--- src/uce_pkg.sv ---
`default_nettype none

package uce_pkg;

  // physical byte address
  localparam int ADDR_WIDTH   = 16;

  // one fill beat or one uncached word
  localparam int DATA_WIDTH   = 32;

  // a 16 byte block moves as four 32 bit beats
  localparam int BLOCK_BEATS  = 4;
  localparam int BEAT_WIDTH   = $clog2(BLOCK_BEATS);
  localparam int OFFSET_WIDTH = 4;

  // 16 sets, 2 ways
  localparam int INDEX_WIDTH  = 4;
  localparam int WAY_WIDTH    = 1;
  localparam int TAG_WIDTH    = ADDR_WIDTH - INDEX_WIDTH - OFFSET_WIDTH;

  // outstanding memory commands
  localparam int MAX_CREDITS  = 4;
  localparam int CREDIT_WIDTH = $clog2(MAX_CREDITS + 1);

  typedef enum logic [1:0] {
    e_miss_load = 2'b00,
    e_uc_load   = 2'b01,
    e_uc_store  = 2'b10
  } req_type_e;

  // e_mem_rd fetches one beat of a block
  typedef enum logic [1:0] {
    e_mem_rd    = 2'b00,
    e_mem_uc_rd = 2'b01,
    e_mem_uc_wr = 2'b10
  } mem_op_e;

  typedef enum logic [1:0] {
    e_ready = 2'b00,
    e_send  = 2'b01,
    e_wait  = 2'b10
  } issuer_state_e;

endpackage

`default_nettype wire
--- src/uce_top.sv ---
`timescale 1ns/1ps
`default_nettype none

module uce_top
  import uce_pkg::*;
(
  input  wire logic                   clk_i,
  input  wire logic                   reset_i,

  input  wire logic                   cache_req_v_i,
  input  wire req_type_e              cache_req_type_i,
  input  wire logic [ADDR_WIDTH-1:0]  cache_req_addr_i,
  input  wire logic [WAY_WIDTH-1:0]   cache_req_way_i,
  input  wire logic [DATA_WIDTH-1:0]  cache_req_data_i,
  output logic                        cache_req_yumi_o,
  output logic                        cache_req_busy_o,
  output logic                        cache_req_complete_o,
  output logic                        cache_req_critical_o,
  output logic                        cache_req_credits_full_o,
  output logic                        cache_req_credits_empty_o,
  output logic [DATA_WIDTH-1:0]       cache_req_uc_data_o,

  output logic                        mem_cmd_v_o,
  output mem_op_e                     mem_cmd_op_o,
  output logic [ADDR_WIDTH-1:0]       mem_cmd_addr_o,
  output logic [WAY_WIDTH-1:0]        mem_cmd_way_o,
  output logic [DATA_WIDTH-1:0]       mem_cmd_data_o,
  input  wire logic                   mem_cmd_ready_i,

  input  wire logic                   mem_resp_v_i,
  input  wire mem_op_e                mem_resp_op_i,
  input  wire logic [ADDR_WIDTH-1:0]  mem_resp_addr_i,
  input  wire logic [WAY_WIDTH-1:0]   mem_resp_way_i,
  input  wire logic [DATA_WIDTH-1:0]  mem_resp_data_i,
  output logic                        mem_resp_yumi_o,

  output logic                        data_mem_pkt_v_o,
  output logic [INDEX_WIDTH-1:0]      data_mem_pkt_index_o,
  output logic [WAY_WIDTH-1:0]        data_mem_pkt_way_o,
  output logic [BEAT_WIDTH-1:0]       data_mem_pkt_beat_o,
  output logic [DATA_WIDTH-1:0]       data_mem_pkt_data_o,
  input  wire logic                   data_mem_pkt_yumi_i,

  output logic                        tag_mem_pkt_v_o,
  output logic [INDEX_WIDTH-1:0]      tag_mem_pkt_index_o,
  output logic [WAY_WIDTH-1:0]        tag_mem_pkt_way_o,
  output logic [TAG_WIDTH-1:0]        tag_mem_pkt_tag_o,
  input  wire logic                   tag_mem_pkt_yumi_i
);

  logic                  fifo_v;
  mem_op_e               fifo_op;
  logic [ADDR_WIDTH-1:0] fifo_addr;
  logic [WAY_WIDTH-1:0]  fifo_way;
  logic [DATA_WIDTH-1:0] fifo_data;
  logic                  fifo_yumi;

  logic req_complete;

  assign cache_req_complete_o = req_complete;

  uce_req_issuer uce_req_issuer_inst (
    .clk_i            (clk_i),
    .reset_i          (reset_i),
    .cache_req_v_i    (cache_req_v_i),
    .cache_req_type_i (cache_req_type_i),
    .cache_req_addr_i (cache_req_addr_i),
    .cache_req_way_i  (cache_req_way_i),
    .cache_req_data_i (cache_req_data_i),
    .cache_req_yumi_o (cache_req_yumi_o),
    .cache_req_busy_o (cache_req_busy_o),
    .mem_cmd_v_o      (mem_cmd_v_o),
    .mem_cmd_op_o     (mem_cmd_op_o),
    .mem_cmd_addr_o   (mem_cmd_addr_o),
    .mem_cmd_way_o    (mem_cmd_way_o),
    .mem_cmd_data_o   (mem_cmd_data_o),
    .mem_cmd_ready_i  (mem_cmd_ready_i),
    .credit_return_i  (mem_resp_yumi_o),
    .req_complete_i   (req_complete),
    .credits_full_o   (cache_req_credits_full_o),
    .credits_empty_o  (cache_req_credits_empty_o)
  );

  // every accepted response gives back one credit
  uce_resp_fifo uce_resp_fifo_inst (
    .clk_i   (clk_i),
    .reset_i (reset_i),
    .v_i     (mem_resp_v_i),
    .op_i    (mem_resp_op_i),
    .addr_i  (mem_resp_addr_i),
    .way_i   (mem_resp_way_i),
    .data_i  (mem_resp_data_i),
    .ready_o (mem_resp_yumi_o),
    .v_o     (fifo_v),
    .op_o    (fifo_op),
    .addr_o  (fifo_addr),
    .way_o   (fifo_way),
    .data_o  (fifo_data),
    .yumi_i  (fifo_yumi)
  );

  uce_fill_writer uce_fill_writer_inst (
    .clk_i                (clk_i),
    .reset_i              (reset_i),
    .v_i                  (fifo_v),
    .op_i                 (fifo_op),
    .addr_i               (fifo_addr),
    .way_i                (fifo_way),
    .data_i               (fifo_data),
    .yumi_o               (fifo_yumi),
    .data_mem_pkt_v_o     (data_mem_pkt_v_o),
    .data_mem_pkt_index_o (data_mem_pkt_index_o),
    .data_mem_pkt_way_o   (data_mem_pkt_way_o),
    .data_mem_pkt_beat_o  (data_mem_pkt_beat_o),
    .data_mem_pkt_data_o  (data_mem_pkt_data_o),
    .data_mem_pkt_yumi_i  (data_mem_pkt_yumi_i),
    .tag_mem_pkt_v_o      (tag_mem_pkt_v_o),
    .tag_mem_pkt_index_o  (tag_mem_pkt_index_o),
    .tag_mem_pkt_way_o    (tag_mem_pkt_way_o),
    .tag_mem_pkt_tag_o    (tag_mem_pkt_tag_o),
    .tag_mem_pkt_yumi_i   (tag_mem_pkt_yumi_i),
    .uc_data_o            (cache_req_uc_data_o),
    .critical_o           (cache_req_critical_o),
    .complete_o           (req_complete)
  );

endmodule

`default_nettype wire

--- src/uce_fill_writer.sv ---
`timescale 1ns/1ps
`default_nettype none

module uce_fill_writer
  import uce_pkg::*;
(
  input  wire logic                   clk_i,
  input  wire logic                   reset_i,

  input  wire logic                   v_i,
  input  wire mem_op_e                op_i,
  input  wire logic [ADDR_WIDTH-1:0]  addr_i,
  input  wire logic [WAY_WIDTH-1:0]   way_i,
  input  wire logic [DATA_WIDTH-1:0]  data_i,
  output logic                        yumi_o,

  output logic                        data_mem_pkt_v_o,
  output logic [INDEX_WIDTH-1:0]      data_mem_pkt_index_o,
  output logic [WAY_WIDTH-1:0]        data_mem_pkt_way_o,
  output logic [BEAT_WIDTH-1:0]       data_mem_pkt_beat_o,
  output logic [DATA_WIDTH-1:0]       data_mem_pkt_data_o,
  input  wire logic                   data_mem_pkt_yumi_i,

  output logic                        tag_mem_pkt_v_o,
  output logic [INDEX_WIDTH-1:0]      tag_mem_pkt_index_o,
  output logic [WAY_WIDTH-1:0]        tag_mem_pkt_way_o,
  output logic [TAG_WIDTH-1:0]        tag_mem_pkt_tag_o,
  input  wire logic                   tag_mem_pkt_yumi_i,

  output logic [DATA_WIDTH-1:0]       uc_data_o,
  output logic                        critical_o,
  output logic                        complete_o
);

  logic [BEAT_WIDTH-1:0]  fill_cnt_r;
  logic                   first_beat_r;

  logic [INDEX_WIDTH-1:0] resp_index;
  logic                   fill_v;
  logic                   fill_done;
  logic                   fill_last;
  logic                   uc_done;

  assign resp_index = addr_i[OFFSET_WIDTH +: INDEX_WIDTH];

  assign fill_v    = v_i & (op_i == e_mem_rd);
  // both memories must take the beat in the same cycle
  assign fill_done = fill_v & data_mem_pkt_yumi_i & tag_mem_pkt_yumi_i;
  assign fill_last = (fill_cnt_r == BEAT_WIDTH'(BLOCK_BEATS - 1));

  // uncached responses need nothing from the cache memories
  assign uc_done = v_i & ((op_i == e_mem_uc_rd) | (op_i == e_mem_uc_wr));

  assign data_mem_pkt_v_o     = fill_v;
  assign data_mem_pkt_index_o = resp_index;
  assign data_mem_pkt_way_o   = way_i;
  assign data_mem_pkt_beat_o  = addr_i[OFFSET_WIDTH-1 -: BEAT_WIDTH];
  assign data_mem_pkt_data_o  = data_i;

  assign tag_mem_pkt_v_o     = fill_v;
  assign tag_mem_pkt_index_o = resp_index;
  assign tag_mem_pkt_way_o   = way_i;
  assign tag_mem_pkt_tag_o   = addr_i[ADDR_WIDTH-1 -: TAG_WIDTH];

  assign uc_data_o = data_i;

  assign yumi_o     = fill_done | uc_done;
  assign critical_o = fill_done & first_beat_r;
  assign complete_o = (fill_done & fill_last) | uc_done;

  always_ff @(posedge clk_i)
  begin
    if (reset_i)
    begin
      fill_cnt_r   <= '0;
      first_beat_r <= 1'b1;
    end
    else if (fill_done)
    begin
      // the count wraps to zero on the last beat of the block
      fill_cnt_r   <= fill_cnt_r + 1'b1;
      first_beat_r <= fill_last;
    end
  end

endmodule

`default_nettype wire

--- src/uce_resp_fifo.sv ---
`timescale 1ns/1ps
`default_nettype none

module uce_resp_fifo
  import uce_pkg::*;
(
  input  wire logic                  clk_i,
  input  wire logic                  reset_i,

  input  wire logic                  v_i,
  input  wire mem_op_e               op_i,
  input  wire logic [ADDR_WIDTH-1:0] addr_i,
  input  wire logic [WAY_WIDTH-1:0]  way_i,
  input  wire logic [DATA_WIDTH-1:0] data_i,
  output logic                       ready_o,

  output logic                       v_o,
  output mem_op_e                    op_o,
  output logic [ADDR_WIDTH-1:0]      addr_o,
  output logic [WAY_WIDTH-1:0]       way_o,
  output logic [DATA_WIDTH-1:0]      data_o,
  input  wire logic                  yumi_i
);

  mem_op_e               op_mem   [2];
  logic [ADDR_WIDTH-1:0] addr_mem [2];
  logic [WAY_WIDTH-1:0]  way_mem  [2];
  logic [DATA_WIDTH-1:0] data_mem [2];

  logic       wr_ptr_r;
  logic       rd_ptr_r;
  logic [1:0] count_r;

  // ready_o marks a taken push, so it also serves as the credit return
  assign ready_o = v_i & (count_r != 2'd2);
  assign v_o     = (count_r != 2'd0);

  assign op_o   = op_mem[rd_ptr_r];
  assign addr_o = addr_mem[rd_ptr_r];
  assign way_o  = way_mem[rd_ptr_r];
  assign data_o = data_mem[rd_ptr_r];

  always_ff @(posedge clk_i)
  begin
    if (ready_o)
    begin
      op_mem[wr_ptr_r]   <= op_i;
      addr_mem[wr_ptr_r] <= addr_i;
      way_mem[wr_ptr_r]  <= way_i;
      data_mem[wr_ptr_r] <= data_i;
    end
  end

  always_ff @(posedge clk_i)
  begin
    if (reset_i)
    begin
      wr_ptr_r <= 1'b0;
      rd_ptr_r <= 1'b0;
      count_r  <= 2'd0;
    end
    else
    begin
      if (ready_o)
        wr_ptr_r <= ~wr_ptr_r;
      if (yumi_i)
        rd_ptr_r <= ~rd_ptr_r;
      count_r <= count_r + 2'(ready_o) - 2'(yumi_i);
    end
  end

endmodule

`default_nettype wire

--- src/uce_req_issuer.sv ---
`timescale 1ns/1ps
`default_nettype none

module uce_req_issuer
  import uce_pkg::*;
(
  input  wire logic                    clk_i,
  input  wire logic                    reset_i,

  input  wire logic                    cache_req_v_i,
  input  wire req_type_e               cache_req_type_i,
  input  wire logic [ADDR_WIDTH-1:0]   cache_req_addr_i,
  input  wire logic [WAY_WIDTH-1:0]    cache_req_way_i,
  input  wire logic [DATA_WIDTH-1:0]   cache_req_data_i,
  output logic                         cache_req_yumi_o,
  output logic                         cache_req_busy_o,

  output logic                         mem_cmd_v_o,
  output mem_op_e                      mem_cmd_op_o,
  output logic [ADDR_WIDTH-1:0]        mem_cmd_addr_o,
  output logic [WAY_WIDTH-1:0]         mem_cmd_way_o,
  output logic [DATA_WIDTH-1:0]        mem_cmd_data_o,
  input  wire logic                    mem_cmd_ready_i,

  input  wire logic                    credit_return_i,
  input  wire logic                    req_complete_i,
  output logic                         credits_full_o,
  output logic                         credits_empty_o
);

  issuer_state_e state_r;

  req_type_e             req_type_r;
  logic [ADDR_WIDTH-1:0] req_addr_r;
  logic [WAY_WIDTH-1:0]  req_way_r;
  logic [DATA_WIDTH-1:0] req_data_r;

  logic [BEAT_WIDTH-1:0]   beat_r;
  logic [BEAT_WIDTH-1:0]   cmd_cnt_r;
  logic [CREDIT_WIDTH-1:0] credit_cnt_r;

  logic cmd_xfer;
  logic last_cmd;

  assign credits_full_o  = (credit_cnt_r == CREDIT_WIDTH'(MAX_CREDITS));
  assign credits_empty_o = (credit_cnt_r == '0);

  assign cache_req_yumi_o = (state_r == e_ready) & cache_req_v_i & ~credits_full_o;
  assign cache_req_busy_o = (state_r != e_ready);

  // the count only grows on a transfer, so a raised valid cannot meet a full count
  assign mem_cmd_v_o = (state_r == e_send) & ~credits_full_o;
  assign cmd_xfer    = mem_cmd_v_o & mem_cmd_ready_i;

  assign last_cmd = (req_type_r != e_miss_load) | (cmd_cnt_r == BEAT_WIDTH'(BLOCK_BEATS - 1));

  always_comb
  begin
    unique case (req_type_r)
      e_miss_load: mem_cmd_op_o = e_mem_rd;
      e_uc_load:   mem_cmd_op_o = e_mem_uc_rd;
      default:     mem_cmd_op_o = e_mem_uc_wr;
    endcase
  end

  // miss beats walk the block from the critical word and wrap around
  assign mem_cmd_addr_o = (req_type_r == e_miss_load)
                        ? {req_addr_r[ADDR_WIDTH-1:OFFSET_WIDTH], beat_r,
                           {(OFFSET_WIDTH - BEAT_WIDTH){1'b0}}}
                        : req_addr_r;
  assign mem_cmd_way_o  = req_way_r;
  assign mem_cmd_data_o = req_data_r;

  always_ff @(posedge clk_i)
  begin
    if (cache_req_yumi_o)
    begin
      req_type_r <= cache_req_type_i;
      req_addr_r <= cache_req_addr_i;
      req_way_r  <= cache_req_way_i;
      req_data_r <= cache_req_data_i;
    end
  end

  always_ff @(posedge clk_i)
  begin
    if (reset_i)
    begin
      state_r   <= e_ready;
      beat_r    <= '0;
      cmd_cnt_r <= '0;
    end
    else
    begin
      unique case (state_r)
        e_ready:
        begin
          if (cache_req_yumi_o)
          begin
            state_r   <= e_send;
            beat_r    <= cache_req_addr_i[OFFSET_WIDTH-1 -: BEAT_WIDTH];
            cmd_cnt_r <= '0;
          end
        end
        e_send:
        begin
          if (cmd_xfer)
          begin
            beat_r    <= beat_r + 1'b1;
            cmd_cnt_r <= cmd_cnt_r + 1'b1;
            if (last_cmd)
              state_r <= e_wait;
          end
        end
        default:
        begin
          if (req_complete_i)
            state_r <= e_ready;
        end
      endcase
    end
  end

  always_ff @(posedge clk_i)
  begin
    if (reset_i)
      credit_cnt_r <= '0;
    else if (cmd_xfer & ~credit_return_i)
      credit_cnt_r <= credit_cnt_r + 1'b1;
    else if (~cmd_xfer & credit_return_i)
      credit_cnt_r <= credit_cnt_r - 1'b1;
  end

endmodule

`default_nettype wire

--- config.mk ---
export PLATFORM = sky130hd
export DESIGN_NAME = uce_top
export DESIGN_NICKNAME = d
export VERILOG_FILES = /design/src/uce_pkg.sv /design/src/uce_top.sv /design/src/uce_fill_writer.sv /design/src/uce_resp_fifo.sv /design/src/uce_req_issuer.sv
export SDC_FILE = /design/constraint.sdc
export NUM_CORES = 1
export LEC_CHECK = 0
export BUFFER_PORTS_ARGS = -buffer_cell sky130_fd_sc_hd__buf_2
export CAP_MARGIN = 40
export CORE_MARGIN = 1.5
export CORE_UTILIZATION = 45
export DETAILED_ROUTE_END_ITERATION = 10
export PLACE_DENSITY = 0.85
export SLEW_MARGIN = 15
export SYNTH_ARGS = -nofsm -noshare
export SYNTH_HDL_FRONTEND = slang
export SYNTH_HIERARCHICAL = 1
export SYNTH_SLANG_ARGS = --single-unit
--- constraint.sdc ---
create_clock -name clk_i -period 2.68 [get_ports clk_i]
set_clock_uncertainty 0.05 [all_clocks]
set_input_delay 0.536 -clock clk_i [delete_from_list [all_inputs] [get_ports clk_i]]
set_output_delay 0.536 -clock clk_i [all_outputs]
set_load 0.005 [all_outputs]
==> impl_metrics.env <==
export IMPL_dr_total_vias=3753
export IMPL_wirelength_mm=12.7
export IMPL_critical_path_max_stage_delay_ns=0.36
export IMPL_floorplan_die_area_mm2=0.0159
export IMPL_critical_path_class="register to output pin"
export IMPL_io_buffers=251
export IMPL_clock_insertion_delay_worst_skew_ns=0.41
export IMPL_cpMaxStageDelayCell="sky130_fd_sc_hd__dfxtp_2"
export IMPL_timing_critical_path_cells="mux2_2 > inv_1 > ha_1 > and4_1 > buf_4 > and2_2 > buf_2"
export IMPL_buffer_count_from_post_cts_setup_fixing=0
export IMPL_synthesis_yosys_warnings=6
export IMPL_core_rowCount=44
export IMPL_viasPerCell=4.79
export IMPL_overflow=0
export IMPL_antenna_found_initial=2
export IMPL_timing_final_crit_period_ns=2.55
export IMPL_post_cts_resized=0
export IMPL_final_period_utilization=0.950
export IMPL_numClockSinks=166
export IMPL_cts_htree_levels=4
export IMPL_worstPathArrival_ns=1.96
export IMPL_syn_nets=530
export IMPL_synthCells=415
export IMPL_tritoncts_clock_tree="done"
export IMPL_power_w=0.00722
export IMPL_hold_viol=0
export IMPL_global_route_wire_length_before_repair_mm=19.1
export IMPL_core_area_mm2=0.0146
export IMPL_max_vdd_ir_drop_mv=0.445
export IMPL_globalRouteTotalUtil=0.162
export IMPL_route_detailed_wl_per_inst_um=16.2
export IMPL_floorplan_initialDensity=0.466
export IMPL_cts_buffer_depth=2
export IMPL_worst_pin_slew_ns=0.525
export IMPL_critical_path_required_ns=2.09
export IMPL_leakagePower_nw=3.33
export IMPL_failed_checks="design-rule violations"
export IMPL_path_max_fanout=5
export IMPL_final_max_slew_viol_count=0
export IMPL_finalWeightedCongestion=0.856
export IMPL_final_net_count=702
export IMPL_tritoncts_num_buffers=17
export IMPL_first_global_vias=3898
export IMPL_remaining_routing_drc_violations=3
export IMPL_hold_slack_ns=0.241
export IMPL_postSynthAreaPerCell_um2=16.4
export IMPL_maximum_clock_frequency_mhz=393
export IMPL_drc_marker_count_from_the_first_detailed_route_iteration=160
export IMPL_holdCritPathClass="input pin to register"
export IMPL_cts_hold_buffers=0
export IMPL_die_h_um=126
export IMPL_cts_reportedPaths_clkPinSlew_ns=0.06
export IMPL_grt_start_max_net_pins=35
export IMPL_status="finished, violations left"
export IMPL_areaGrowthSynthToFinish_pct=19.1
export IMPL_power_density_mw_per_mm2=889
export IMPL_top_level_ports=254
export IMPL_dpl_hpwl_mm=9.47
export IMPL_end_kind="output pin"
export IMPL_drive_above_1_share=0.594
export IMPL_crit_path_start_kind="register"
export IMPL_area_of_the_mapped_netlist_mm2=0.00682
export IMPL_postRouteAntennaNets=0
export IMPL_maxCapViolCount=0
export IMPL_setup_viol_count_final=0
export IMPL_die_w_um=126
export IMPL_root_buffer="sky130_fd_sc_hd__clkbuf_16"
export IMPL_drt_pass1_iterations=9
export IMPL_timing_max_slew_rel_slack=0.650
==> report_power, final <==
group	switching [W]	total [W]	internal [W]
Clock	0.000914	0.00207	0.00116
Combinational	0.000871	0.00172	0.000849
Sequential	0.000141	0.00343	0.00329
==> cell usage in the layout, fill, tap and decap left out, types with 2 or more instances in the layout <==
master                        n
sky130_fd_sc_hd__buf_2      251
sky130_fd_sc_hd__edfxtp_1   149
sky130_fd_sc_hd__mux2_2      51
sky130_fd_sc_hd__clkbuf_16   17
sky130_fd_sc_hd__dfxtp_1     16
sky130_fd_sc_hd__nor2_1      11
sky130_fd_sc_hd__inv_1       10
sky130_fd_sc_hd__nor2b_1      6
sky130_fd_sc_hd__buf_4        6
sky130_fd_sc_hd__a21oi_1      6
sky130_fd_sc_hd__clkinv_2     5
sky130_fd_sc_hd__ha_1         5
sky130_fd_sc_hd__clkinv_1     4
sky130_fd_sc_hd__nand2b_1     4
sky130_fd_sc_hd__mux2i_1      4
sky130_fd_sc_hd__and2_2       3
sky130_fd_sc_hd__nor3_1       3
sky130_fd_sc_hd__nand3_1      3
sky130_fd_sc_hd__clkinv_4     2
sky130_fd_sc_hd__clkbuf_1     2
sky130_fd_sc_hd__inv_2        2
sky130_fd_sc_hd__o211ai_1     2
sky130_fd_sc_hd__xor2_1       2
sky130_fd_sc_hd__nand2_1      2
sky130_fd_sc_hd__buf_12       2
==> final cells by class <==
| type | count | area [um2] |
|---|---|---|
| repair buffers | 259 | 1340 |
| fillers | 1177 | 6520 |
| diodes | 1 | 2.50 |
| clock inverters | 12 | 65.1 |
| inverters | 13 | 51.3 |
| well taps | 184 | 230 |
| clock buffers | 19 | 433 |
| multi-input cells | 130 | 1180 |
| flip-flops and latches | 166 | 4820 |
==> through the flow <==
stage / area, um2 / setup TNS [ns] / cells / worst slack, ns / utilization
floorplan: 6820 / 0 / 415 / 0.0260 / -
global placement: 7620 / 0 / 752 / 0.286 / 0.520
detailed placement: 7620 / 0 / 752 / 0.205 / 0.520
CTS: 8110 / 0 / 783 / 0.0601 / 0.554
global route: 8120 / -0.00385 / 784 / -0.00385 / 0.555
finish: 8120 / 0 / 784 / 0.134 / 0.555
==> per-layer routing <==
metal	part of all wire	global-route usage	vias to the layer above
li1	-	-	1752
met1	0.35	0.156	1789
met2	0.54	0.294	189
met3	0.084	0.0637	21
met4	0.023	0.0906	2
met5	0.00055	0	-
==> path summary, 6_finish.rpt <==
kind / startpoint / slack, ns / to / depth (start not counted)
setup reg to reg: register / 0.20 / uce_resp_fifo_inst/count_r[1] / 8
hold / removal: cache_req_data_i[11] / 0.24 / uce_req_issuer_inst/mem_cmd_data_o[11] / 1
setup / recovery: register / 0.13 / cache_req_critical_o / 7
hold reg to reg: uce_req_issuer_inst/cmd_cnt_r[1] / 0.45 / uce_req_issuer_inst/cmd_cnt_r[1] / 2
==> flip-flops by register name (all words and copies together), names as in the netlist, named ones only <==
register / count
uce_resp_fifo_inst/data_mem: 64
uce_req_issuer_inst/mem_cmd_data_o: 32
uce_resp_fifo_inst/addr_mem: 28
uce_req_issuer_inst/req_addr_r: 16
uce_resp_fifo_inst/op_mem: 4
uce_req_issuer_inst/credit_cnt_r: 3
uce_fill_writer_inst/fill_cnt_r: 2
uce_req_issuer_inst/beat_r: 2
uce_req_issuer_inst/cmd_cnt_r: 2
uce_req_issuer_inst/req_type_r: 2
uce_req_issuer_inst/state_r: 2
uce_resp_fifo_inst/count_r: 2
uce_resp_fifo_inst/way_mem: 2
uce_fill_writer_inst/first_beat_r: 1
uce_req_issuer_inst/mem_cmd_way_o: 1
uce_resp_fifo_inst/rd_ptr_r: 1
uce_resp_fifo_inst/wr_ptr_r: 1
==> critical path, delay by kind of cell, from the launching register on <==
family                     cells  cell delay, ns
adders and majority gates      1            0.16
muxes                          1            0.34
and+or+nand+nor                2            0.36
buffers and inverters          3            0.33
DFF                            1            0.36
Note: power is estimated with default switching activity, not from simulation.
